`src/design/core_consts.svh`:
```
/*
 * core constants: data width, register file size, RV32I opcode and
 * funct encodings for the supported subset, commit queue depth
 */

`ifndef CORE_CONSTS_SVH
`define CORE_CONSTS_SVH

// datapath
`define CORE_XLEN       32
`define CORE_NREGS      32
`define CORE_REG_BITS   5

// ----------------------------------------
// major opcodes
`define CORE_OP_RTYPE   7'b0110011
`define CORE_OP_ITYPE   7'b0010011
`define CORE_OP_BRANCH  7'b1100011

// funct3, alu ops shared by r and i forms
`define CORE_F3_ADD     3'b000
`define CORE_F3_XOR     3'b100
`define CORE_F3_OR      3'b110
`define CORE_F3_AND     3'b111
// funct3, branches
`define CORE_F3_BEQ     3'b000
`define CORE_F3_BNE     3'b001

// funct7
`define CORE_F7_BASE    7'b0000000
`define CORE_F7_SUB     7'b0100000

// output queue
`define CORE_CQ_DEPTH   2

`endif

```
`src/design/core_pkg.sv`:
```
/*
 * shared core types: instruction word views, micro-op encoding and
 * the messages that travel between decode, execute and commit
 */

`include "core_consts.svh"

package core_pkg;

  // ----------------------------------------
  // instruction formats, all 32 bits
  typedef struct packed {
    logic [6:0]                funct7;
    logic [`CORE_REG_BITS-1:0] rs2;
    logic [`CORE_REG_BITS-1:0] rs1;
    logic [2:0]                funct3;
    logic [`CORE_REG_BITS-1:0] rd;
    logic [6:0]                opcode;
  } r_fmt_t;

  typedef struct packed {
    logic [11:0]               imm12;
    logic [`CORE_REG_BITS-1:0] rs1;
    logic [2:0]                funct3;
    logic [`CORE_REG_BITS-1:0] rd;
    logic [6:0]                opcode;
  } i_fmt_t;

  // branch offset scattered over two fields
  typedef struct packed {
    logic                      imm12;
    logic [5:0]                imm10_5;
    logic [`CORE_REG_BITS-1:0] rs2;
    logic [`CORE_REG_BITS-1:0] rs1;
    logic [2:0]                funct3;
    logic [3:0]                imm4_1;
    logic                      imm11;
    logic [6:0]                opcode;
  } b_fmt_t;

  // field layout picked by opcode
  typedef union packed {
    r_fmt_t r_fmt;
    i_fmt_t i_fmt;
    b_fmt_t b_fmt;
  } inst_u;

  // i-type forms reuse the alu ops
  typedef enum logic [3:0] {
    uop_add, uop_sub, uop_and, uop_or, uop_xor, uop_beq, uop_bne, uop_nop
  } uop_e;

  // ----------------------------------------
  // stream messages
  typedef struct packed {
    logic [`CORE_XLEN-1:0] pc;
    inst_u                 inst;
  } fetch_msg_t;

  typedef struct packed {
    logic [`CORE_XLEN-1:0]     pc;
    logic [`CORE_XLEN-1:0]     op1;
    logic [`CORE_XLEN-1:0]     op2;
    logic [`CORE_XLEN-1:0]     br_off;
    logic [`CORE_REG_BITS-1:0] rd;
    uop_e                      uop;
  } dx_msg_t;

  typedef struct packed {
    logic [`CORE_XLEN-1:0]     pc;
    logic [`CORE_REG_BITS-1:0] rd;
    logic [`CORE_XLEN-1:0]     value;
  } commit_msg_t;

  // side channels out of execute
  typedef struct packed {
    logic                  squash;
    logic [`CORE_XLEN-1:0] branch_target;
  } redirect_t;

  typedef struct packed {
    logic                      wen;
    logic [`CORE_REG_BITS-1:0] waddr;
    logic [`CORE_XLEN-1:0]     wdata;
  } wb_t;

endpackage

```
`src/design/commit_queue.sv`:
```
/*
 * commit queue: small FIFO for commit records under back-pressure,
 * push and pop allowed in one cycle
 */

`timescale 1ns/10ps

`include "core_consts.svh"

module commit_queue (
  input  logic                  clk,
  input  logic                  rst,
  input  logic                  in_val,
  output logic                  in_rdy,
  input  core_pkg::commit_msg_t in_msg,
  output logic                  out_val,
  input  logic                  out_rdy,
  output core_pkg::commit_msg_t out_msg
);

  localparam int depth    = `CORE_CQ_DEPTH;
  localparam int ptr_bits = (depth > 1) ? $clog2(depth) : 1;
  localparam int cnt_bits = $clog2(depth + 1);

  core_pkg::commit_msg_t mem [depth];
  logic [ptr_bits-1:0]   wr_ptr;
  logic [ptr_bits-1:0]   rd_ptr;
  logic [cnt_bits-1:0]   count;
  logic                  full;
  logic                  empty;
  logic                  push;
  logic                  pop;

  // wrap without assuming a power of two
  function automatic logic [ptr_bits-1:0] next_ptr(input logic [ptr_bits-1:0] p);
    return (p == ptr_bits'(depth - 1)) ? '0 : p + 1'b1;
  endfunction

  assign full    = (count == cnt_bits'(depth));
  assign empty   = (count == '0);
  assign in_rdy  = !full;
  assign out_val = !empty;
  assign out_msg = mem[rd_ptr];
  assign push    = in_val && in_rdy;
  assign pop     = out_val && out_rdy;

  // pointers and occupancy
  always_ff @(posedge clk) begin
    if (rst) begin
      wr_ptr <= '0;
      rd_ptr <= '0;
      count  <= '0;
    end else begin
      if (push) wr_ptr <= next_ptr(wr_ptr);
      if (pop) rd_ptr <= next_ptr(rd_ptr);
      if (push && !pop) count <= count + cnt_bits'(1);
      else if (pop && !push) count <= count - cnt_bits'(1);
    end
  end

  always_ff @(posedge clk) begin
    if (push) mem[wr_ptr] <= in_msg;
  end

endmodule

```
`src/design/decode_stage.sv`:
```
/*
 * decode stage: accepts the fetch stream, decodes into a micro-op,
 * reads operands, stalls on the execute hazard, drops wrong-path words
 */

`timescale 1ns/10ps

`include "core_consts.svh"

module decode_stage (
  input  logic                      clk,
  input  logic                      rst,
  input  logic                      inst_val,
  output logic                      inst_rdy,
  input  core_pkg::fetch_msg_t      inst_msg,
  output logic                      dx_val,
  input  logic                      dx_rdy,
  output core_pkg::dx_msg_t         dx_msg,
  input  core_pkg::redirect_t       redirect,
  input  logic [`CORE_REG_BITS-1:0] ex_busy_rd,
  output logic [`CORE_REG_BITS-1:0] rs1,
  output logic [`CORE_REG_BITS-1:0] rs2,
  input  logic [`CORE_XLEN-1:0]     rd1,
  input  logic [`CORE_XLEN-1:0]     rd2
);

  // decoded word held in the slot
  typedef struct packed {
    logic [`CORE_XLEN-1:0]     pc;
    core_pkg::uop_e            uop;
    logic [`CORE_REG_BITS-1:0] rd;
    logic [`CORE_REG_BITS-1:0] rs1;
    logic [`CORE_REG_BITS-1:0] rs2;
    logic                      use_imm;
    logic [`CORE_XLEN-1:0]     imm;
  } dec_slot_t;

  core_pkg::inst_u       inst;
  dec_slot_t             dec;
  dec_slot_t             slot;
  logic                  slot_val;
  logic                  discard_q;
  logic [`CORE_XLEN-1:0] target_q;
  logic                  keep_slot;
  logic                  flush_slot;
  logic                  discard;
  logic [`CORE_XLEN-1:0] target;
  logic                  hazard;
  logic                  dx_fire;
  logic                  in_fire;
  logic                  hit;
  logic                  load;

  // funct3 to alu op, same table for r and i forms
  function automatic core_pkg::uop_e alu_uop(input logic [2:0] f3);
    case (f3)
      `CORE_F3_ADD: return core_pkg::uop_add;
      `CORE_F3_XOR: return core_pkg::uop_xor;
      `CORE_F3_OR:  return core_pkg::uop_or;
      `CORE_F3_AND: return core_pkg::uop_and;
      default:      return core_pkg::uop_nop;
    endcase
  endfunction

  assign inst = inst_msg.inst;

  // ----------------------------------------
  // instruction decode
  always_comb begin
    dec     = '0;
    dec.pc  = inst_msg.pc;
    dec.uop = core_pkg::uop_nop;
    case (inst.r_fmt.opcode)
      `CORE_OP_RTYPE: begin
        dec.rd  = inst.r_fmt.rd;
        dec.rs1 = inst.r_fmt.rs1;
        dec.rs2 = inst.r_fmt.rs2;
        if (inst.r_fmt.funct7 == `CORE_F7_BASE) begin
          dec.uop = alu_uop(inst.r_fmt.funct3);
        end else if (inst.r_fmt.funct7 == `CORE_F7_SUB &&
                     inst.r_fmt.funct3 == `CORE_F3_ADD) begin
          dec.uop = core_pkg::uop_sub;
        end
      end
      `CORE_OP_ITYPE: begin
        // op2 comes from the sign-extended immediate
        dec.rd      = inst.i_fmt.rd;
        dec.rs1     = inst.i_fmt.rs1;
        dec.use_imm = 1'b1;
        dec.imm     = {{20{inst.i_fmt.imm12[11]}}, inst.i_fmt.imm12};
        dec.uop     = alu_uop(inst.i_fmt.funct3);
      end
      `CORE_OP_BRANCH: begin
        dec.rs1 = inst.b_fmt.rs1;
        dec.rs2 = inst.b_fmt.rs2;
        dec.imm = {{19{inst.b_fmt.imm12}}, inst.b_fmt.imm12, inst.b_fmt.imm11,
                   inst.b_fmt.imm10_5, inst.b_fmt.imm4_1, 1'b0};
        if (inst.b_fmt.funct3 == `CORE_F3_BEQ) dec.uop = core_pkg::uop_beq;
        else if (inst.b_fmt.funct3 == `CORE_F3_BNE) dec.uop = core_pkg::uop_bne;
      end
      default: dec.uop = core_pkg::uop_nop;
    endcase
    // unknown encodings commit as rd 0, value 0
    if (dec.uop == core_pkg::uop_nop) begin
      dec.rd      = '0;
      dec.rs1     = '0;
      dec.rs2     = '0;
      dec.use_imm = 1'b0;
      dec.imm     = '0;
    end
  end

  // ----------------------------------------
  // squash and wrong-path filter
  // slot survives only if it already holds the target
  assign keep_slot  = slot_val && (slot.pc == redirect.branch_target);
  assign flush_slot = redirect.squash && !keep_slot;
  assign discard    = discard_q || flush_slot;
  assign target     = redirect.squash ? redirect.branch_target : target_q;

  // stall while execute still owes a source register
  assign hazard = (ex_busy_rd != '0) &&
                  ((ex_busy_rd == slot.rs1) || (ex_busy_rd == slot.rs2));

  assign dx_val   = slot_val && !hazard && !redirect.squash;
  assign dx_fire  = dx_val && dx_rdy;
  assign inst_rdy = !slot_val || dx_fire || flush_slot;
  assign in_fire  = inst_val && inst_rdy;
  assign hit      = (inst_msg.pc == target);
  assign load     = in_fire && (!discard || hit);

  always_ff @(posedge clk) begin
    if (rst) begin
      slot_val  <= 1'b0;
      discard_q <= 1'b0;
    end else begin
      if (load) slot_val <= 1'b1;
      else if (dx_fire || flush_slot) slot_val <= 1'b0;
      // cleared once the target pc shows up
      discard_q <= discard && !(in_fire && hit);
    end
  end

  always_ff @(posedge clk) begin
    if (load) slot <= dec;
    if (redirect.squash) target_q <= redirect.branch_target;
  end

  // ----------------------------------------
  // operand read and outgoing message
  assign rs1 = slot.rs1;
  assign rs2 = slot.rs2;

  always_comb begin
    dx_msg.pc  = slot.pc;
    dx_msg.op1 = rd1;
    dx_msg.op2 = slot.use_imm ? slot.imm : rd2;
    dx_msg.rd  = slot.rd;
    dx_msg.uop = slot.uop;
    // offset only meaningful for branches
    if (slot.uop == core_pkg::uop_beq || slot.uop == core_pkg::uop_bne) begin
      dx_msg.br_off = slot.imm;
    end else begin
      dx_msg.br_off = '0;
    end
  end

endmodule

```
`src/design/execute_stage.sv`:
```
/*
 * execute stage: alu, branch resolution, squash to decode,
 * writeback to the register file and the commit record stream
 */

`timescale 1ns/10ps

`include "core_consts.svh"

module execute_stage (
  input  logic                      clk,
  input  logic                      rst,
  input  logic                      dx_val,
  output logic                      dx_rdy,
  input  core_pkg::dx_msg_t         dx_msg,
  output logic [`CORE_REG_BITS-1:0] ex_busy_rd,
  output core_pkg::redirect_t       redirect,
  output core_pkg::wb_t             wb,
  output logic                      cm_val,
  input  logic                      cm_rdy,
  output core_pkg::commit_msg_t     cm_msg
);

  // result held until the queue takes it
  typedef struct packed {
    core_pkg::commit_msg_t rec;
    logic                  wen;
    logic                  taken;
    logic [`CORE_XLEN-1:0] target;
  } ex_slot_t;

  ex_slot_t              nxt;
  ex_slot_t              slot;
  logic                  ex_val;
  logic                  handoff;
  logic                  dx_fire;
  logic [`CORE_XLEN-1:0] seq_pc;
  logic [`CORE_XLEN-1:0] br_pc;

  // ----------------------------------------
  // alu and branch compare
  assign seq_pc = dx_msg.pc + `CORE_XLEN'(4);
  assign br_pc  = dx_msg.pc + dx_msg.br_off;

  always_comb begin
    nxt.rec.pc    = dx_msg.pc;
    nxt.rec.rd    = dx_msg.rd;
    nxt.rec.value = '0;
    nxt.wen       = 1'b0;
    nxt.taken     = 1'b0;
    nxt.target    = br_pc;
    case (dx_msg.uop)
      core_pkg::uop_add: begin
        nxt.rec.value = dx_msg.op1 + dx_msg.op2;
        nxt.wen       = 1'b1;
      end
      core_pkg::uop_sub: begin
        nxt.rec.value = dx_msg.op1 - dx_msg.op2;
        nxt.wen       = 1'b1;
      end
      core_pkg::uop_and: begin
        nxt.rec.value = dx_msg.op1 & dx_msg.op2;
        nxt.wen       = 1'b1;
      end
      core_pkg::uop_or: begin
        nxt.rec.value = dx_msg.op1 | dx_msg.op2;
        nxt.wen       = 1'b1;
      end
      core_pkg::uop_xor: begin
        nxt.rec.value = dx_msg.op1 ^ dx_msg.op2;
        nxt.wen       = 1'b1;
      end
      // branches commit the next pc
      core_pkg::uop_beq: begin
        nxt.taken     = (dx_msg.op1 == dx_msg.op2);
        nxt.rec.value = nxt.taken ? br_pc : seq_pc;
      end
      core_pkg::uop_bne: begin
        nxt.taken     = (dx_msg.op1 != dx_msg.op2);
        nxt.rec.value = nxt.taken ? br_pc : seq_pc;
      end
      default: nxt.rec.value = '0;
    endcase
  end

  // ----------------------------------------
  // single slot
  assign handoff = ex_val && cm_rdy;
  assign dx_rdy  = !ex_val || handoff;
  assign dx_fire = dx_val && dx_rdy;

  always_ff @(posedge clk) begin
    if (rst) begin
      ex_val <= 1'b0;
    end else if (dx_fire) begin
      ex_val <= 1'b1;
    end else if (handoff) begin
      ex_val <= 1'b0;
    end
  end

  always_ff @(posedge clk) begin
    if (dx_fire) slot <= nxt;
  end

  assign cm_val = ex_val;
  assign cm_msg = slot.rec;

  // writeback and redirect ride the handoff edge
  assign wb.wen   = handoff && slot.wen;
  assign wb.waddr = slot.rec.rd;
  assign wb.wdata = slot.rec.value;

  assign redirect.squash        = handoff && slot.taken;
  assign redirect.branch_target = slot.target;

  // busy until written back, bypass covers the handoff cycle
  assign ex_busy_rd = (ex_val && !cm_rdy && slot.wen) ? slot.rec.rd : '0;

endmodule

```
`src/design/mini_core.sv`:
```
/*
 * mini core top: decode with register file, execute, commit queue
 */

`timescale 1ns/10ps

`include "core_consts.svh"

module mini_core (
  input  logic                  clk,
  input  logic                  rst,
  input  logic                  inst_val,
  output logic                  inst_rdy,
  input  core_pkg::fetch_msg_t  inst_msg,
  output logic                  commit_val,
  input  logic                  commit_rdy,
  output core_pkg::commit_msg_t commit_msg
);

  // ----------------------------------------
  // stage to stage wiring
  logic                      dx_val;
  logic                      dx_rdy;
  core_pkg::dx_msg_t         dx_msg;
  core_pkg::redirect_t       redirect;
  logic [`CORE_REG_BITS-1:0] ex_busy_rd;
  logic [`CORE_REG_BITS-1:0] rs1;
  logic [`CORE_REG_BITS-1:0] rs2;
  logic [`CORE_XLEN-1:0]     rd1;
  logic [`CORE_XLEN-1:0]     rd2;
  core_pkg::wb_t             wb;
  logic                      cm_val;
  logic                      cm_rdy;
  core_pkg::commit_msg_t     cm_msg;

  // input side
  decode_stage decode_i (
    .clk        (clk),
    .rst        (rst),
    .inst_val   (inst_val),
    .inst_rdy   (inst_rdy),
    .inst_msg   (inst_msg),
    .dx_val     (dx_val),
    .dx_rdy     (dx_rdy),
    .dx_msg     (dx_msg),
    .redirect   (redirect),
    .ex_busy_rd (ex_busy_rd),
    .rs1        (rs1),
    .rs2        (rs2),
    .rd1        (rd1),
    .rd2        (rd2)
  );

  reg_file reg_file_i (
    .clk (clk),
    .rst (rst),
    .rs1 (rs1),
    .rs2 (rs2),
    .rd1 (rd1),
    .rd2 (rd2),
    .wb  (wb)
  );

  // processing
  execute_stage execute_i (
    .clk        (clk),
    .rst        (rst),
    .dx_val     (dx_val),
    .dx_rdy     (dx_rdy),
    .dx_msg     (dx_msg),
    .ex_busy_rd (ex_busy_rd),
    .redirect   (redirect),
    .wb         (wb),
    .cm_val     (cm_val),
    .cm_rdy     (cm_rdy),
    .cm_msg     (cm_msg)
  );

  // output side
  commit_queue commit_queue_i (
    .clk     (clk),
    .rst     (rst),
    .in_val  (cm_val),
    .in_rdy  (cm_rdy),
    .in_msg  (cm_msg),
    .out_val (commit_val),
    .out_rdy (commit_rdy),
    .out_msg (commit_msg)
  );

endmodule

```
`src/design/reg_file.sv`:
```
/*
 * integer register file, two combinational read ports, one write port,
 * x0 fixed at zero, same-cycle write bypass
 */

`timescale 1ns/10ps

`include "core_consts.svh"

module reg_file (
  input  logic                      clk,
  input  logic                      rst,
  input  logic [`CORE_REG_BITS-1:0] rs1,
  input  logic [`CORE_REG_BITS-1:0] rs2,
  output logic [`CORE_XLEN-1:0]     rd1,
  output logic [`CORE_XLEN-1:0]     rd2,
  input  core_pkg::wb_t             wb
);

  logic [`CORE_XLEN-1:0] regs [`CORE_NREGS];

  // write port, x0 never stored
  always_ff @(posedge clk) begin
    if (rst) begin
      for (int i = 0; i < `CORE_NREGS; i++) begin
        regs[i] <= '0;
      end
    end else if (wb.wen && (wb.waddr != '0)) begin
      regs[wb.waddr] <= wb.wdata;
    end
  end

  // read ports
  // a write landing this cycle is seen right away
  always_comb begin
    if (rs1 == '0) rd1 = '0;
    else if (wb.wen && (wb.waddr == rs1)) rd1 = wb.wdata;
    else rd1 = regs[rs1];
  end

  always_comb begin
    if (rs2 == '0) rd2 = '0;
    else if (wb.wen && (wb.waddr == rs2)) rd2 = wb.wdata;
    else rd2 = regs[rs2];
  end

endmodule

```
`config.mk`:
```
export PLATFORM = sky130hd
export DESIGN_NAME = mini_core
export DESIGN_NICKNAME = d
export VERILOG_FILES = /design/src/design/core_pkg.sv /design/src/design/commit_queue.sv /design/src/design/decode_stage.sv /design/src/design/execute_stage.sv /design/src/design/mini_core.sv /design/src/design/reg_file.sv
export VERILOG_INCLUDE_DIRS = /design/src /design/src/design
export SDC_FILE = /design/constraint.sdc
export NUM_CORES = 2
export LEC_CHECK = 0
export ABC_AREA = 1
export BUFFER_PORTS_ARGS = -buffer_cell sky130_fd_sc_hd__buf_2
export CORE_MARGIN = 3
export CORE_UTILIZATION = 35
export DETAILED_ROUTE_END_ITERATION = 8
export SLEW_MARGIN = 30
export SYNTH_ARGS = -nofsm -noshare
export SYNTH_HDL_FRONTEND = slang
export SYNTH_SLANG_ARGS = --single-unit
```
`constraint.sdc`:
```
create_clock -name clk -period 19.04 [get_ports clk]
set_clock_uncertainty 0.2 [all_clocks]
set_input_delay 0 -clock clk [delete_from_list [all_inputs] [get_ports clk]]
set_output_delay 0 -clock clk [all_outputs]
set_load 0.03 [all_outputs]
```
==> results.py <==
metrics = {
    "cells_and_area": {
        "nets": 9358,
        "layout_commonest_cell": "edfxtp_1",
        "syn_to_final_growth_pct": 12.2,
        "final_cell_mix": "edfxtp_1, nand2_1, nor2_1, inv_1, nand3_1",
        "drive_gt1_share_pct": 7.38,
    },
    "sta": {
        "worstMarginPinSlew_ns": 1.14,
        "finalCriticalPeriod_ns": 8.84,
        "fin_crit_sh_pct": 46.4,
        "fmax_mhz": 113,
        "setup_tns_ns": 0,
        "rsz0062_at_grt": "false",
        "report.final.hold_viol_count": 0,
        "setup_violations": 0,
        "fin_hold_ws_ns": 0.0595,
        "slew_viol_final": 0,
        "slew_headroom_pct": 23.9,
    },
    "die": {
        "die-area_um2": 231000,
        "coreArea_um2": 223000,
        "start_util_pct": 35.3,
        "die_h_um": 480,
        "io_pins": 139,
        "fp.dieW_um": 480,
        "rows": 173,
    },
    "routing": {
        "firstDrtPassIters": 7,
        "vias_per_cell": 5.85,
        "drtAntennaViolNets": 0,
        "drcViolationCount": 0,
        "routed_wl_um": 322000,
        "vias": 71700,
        "drt-initial-drc-count": 11300,
        "routedWlPerCell_um": 26.3,
    },
    "min_path": {
        "hp-class": "in -> reg",
        "hp-start": "rst",
    },
    "power": {
        "p_per_area_nw_per_um2": 110,
        "finalPower_mw": 9.71,
        "ir_drop_mv": 0.116,
        "total_leakage_power_nw": 34.1,
    },
    "placed_design": {
        "io_buffers": 138,
        "gp_congestion": 0.951,
        "dp_hpwl_um": 202000,
    },
    "global_route": {
        "grt_pass1_vias": 66800,
        "grt_util_all_layers_pct": 27.0,
        "grt_pass1_wl_um": 460000,
        "grt_max_degree": 237,
        "grt_overflow_total": 0,
        "antenna_found_initial": 13,
    },
    "logic_synthesis": {
        "synth_edf_count": 1329,
        "syn_area_per_cell_um2": 8.53,
        "ys_ff_latch": 1379,
        "synthFlopType": "edfxtp_1",
        "synth_area_um2": 78700,
        "ys_warn_count": 0,
        "ys_types": 60,
        "ys_seq_area_share_pct": 52.0,
        "synthCells": 9224,
        "ys_async_sr_fraction_pct": 0,
    },
    "cts": {
        "cts_tree": "built",
        "post_cts_buffers": 0,
        "numCtsBuffers": 155,
        "postCtsResizedCells": 0,
        "h-tree-depth": 4,
        "cts_sinks": 1379,
        "root_buffer": "clkbuf_16",
        "clk_latency_ns": 0.83,
        "path_clk_slew_ns": 0.06,
        "cts_buffer_depth": 3,
    },
    "worst_setup_path": {
        "critPathCaptureType": "flop",
        "crit_type": "reg -> reg",
        "startpoint_type": "flop",
        "worstPathMaxFanout": 183,
        "crit_arrival_ns": 9.19,
        "worst_ep_required_time_ns": 19.39,
    },
    "outcome": {
        "status": "completed",
    },
    "job": {
        "maxCapViolations": 0,
    },
}
## repair_timing
action	4_1_cts	5_1_grt
hold buffers	166	0
setup endpoints to repair	0	0
hold endpoints to repair	111	0
## registers in the layout (all words and copies together) (netlist names), 2 cells and up, named ones only
name,count
decode_i.rs1,5
commit_queue_i.mem,138
reg_file_i.regs,1024
commit_queue_i.count,2
execute_i.slot,2
decode_i.rs2,5
execute_i.cm_msg,69
decode_i.target_q,32
decode_i.dx_msg,40
execute_i.redirect,32
decode_i.slot,14
## per-layer routing
layer / vias up / global-route usage, % / share of wire (%)
li1: 31600 / - / -
met3: 785 / 5.57 / 12
met4: 4 / 11.6 / 4.6
met2: 4661 / 40.2 / 43
met5: - / 0 / 0.0065
met1: 34700 / 37.8 / 40
## power by group
part           total [mW]  internal [mW]  switching, mW
Clock                3.01           1.71           1.30
Combinational        3.00          0.776           2.22
Sequential           3.70           3.53          0.171
## worst max-delay path: stages (launching register included)
cell	delay (ns)
dfxtp_4	0.62
buf_12	0.54
buf_4	0.80
buf_4	0.81
buf_4	0.83
a21oi_1	0.15
o21ai_0	0.12
nand3_1	0.09
nand3_1	0.27
a21oi_1	0.14
o31ai_1	0.68
nand2_1	0.30
ha_1	0.47
nor2_1	0.17
nand2_1	0.09
nor3_1	0.18
nand3_1	0.25
nor2_4	0.26
nor2_1	0.14
inv_2	0.09
nand2_2	0.39
inv_1	0.26
nor2_1	0.07
nor2_1	0.31
nand3_1	0.11
## cell usage after synthesis (12+ instances only)
cell type | instances | area share [%]
buf_2 | 231 | 1.5
buf_1 | 80 | 0.38
dfxtp_1 | 50 | 1.3
nand3b_1 | 29 | 0.28
edfxtp_1 | 1329 | 51
inv_2 | 12 | 0.057
ha_1 | 128 | 2.0
o211ai_1 | 410 | 3.9
nand2_1 | 1307 | 6.2
nand4_1 | 71 | 0.56
mux2_2 | 69 | 0.99
nor2_1 | 1262 | 6.0
inv_1 | 944 | 4.5
a21oi_1 | 862 | 5.5
clkbuf_1 | 379 | 1.8
nand3_1 | 922 | 5.9
o21ai_0 | 777 | 4.9
xor2_1 | 52 | 0.58
o221ai_1 | 65 | 0.72
nor3_1 | 55 | 0.35
buf_4 | 21 | 0.20
a22oi_1 | 12 | 0.11
o22ai_1 | 15 | 0.12
## area by class of cell
cell class / count / area (um2)
clock inverters: 83 / 811
multi-input cells: 6198 / 31300
clock buffers: 196 / 4130
well taps: 2975 / 3720
fillers: 22200 / 135000
repair buffers: 466 / 3740
inverters: 959 / 3620
flip-flops and latches: 1379 / 40900
diodes: 4 / 10.0
## metrics by stage
step | util, % | setup slack (ns) | area [um2] | std cells
CTS | 39.6 | 10.54 | 88200 | 12300
detailed placement | 36.6 | 10.53 | 81600 | 11800
finish | 39.6 | 10.20 | 88300 | 12300
floorplan | - | 11.53 | 78800 | 9255
global route | 39.6 | 9.82 | 88300 | 12300
global placement | 36.6 | 10.59 | 81600 | 11800
## kinds of logic (layout without fill, tap and decap cells)
group           after synthesis  after routing  synth area share, %
compound gates             2207           2207                 15.9
simple gates               3699           3699                 19.8
flops                      1379           1379                 52.0
buf+inv                    1678           1704                 8.53
xor+xnor                     60             60                0.668
other cells                   1             36              0.00476
fa+ha+maj                   131            131                 2.11
mux                          69             69                0.987
## worst paths after layout
| path | end | slack [ns] | depth (start not counted) |
|---|---|---|---|
| max reg2reg | execute_i.cm_msg[30]$_DFFE_PP_ | 10.20 | 24 |
| min reg2reg | execute_i.cm_msg[35]$_DFFE_PP_ | 0.22 | 0 |
| min | execute_i.cm_val$_SDFFE_PP0P_ | 0.06 | 3 |
| max | execute_i.cm_msg[30]$_DFFE_PP_ | 10.20 | 24 |
No activity file was read; power rests on OpenSTA's default activity.
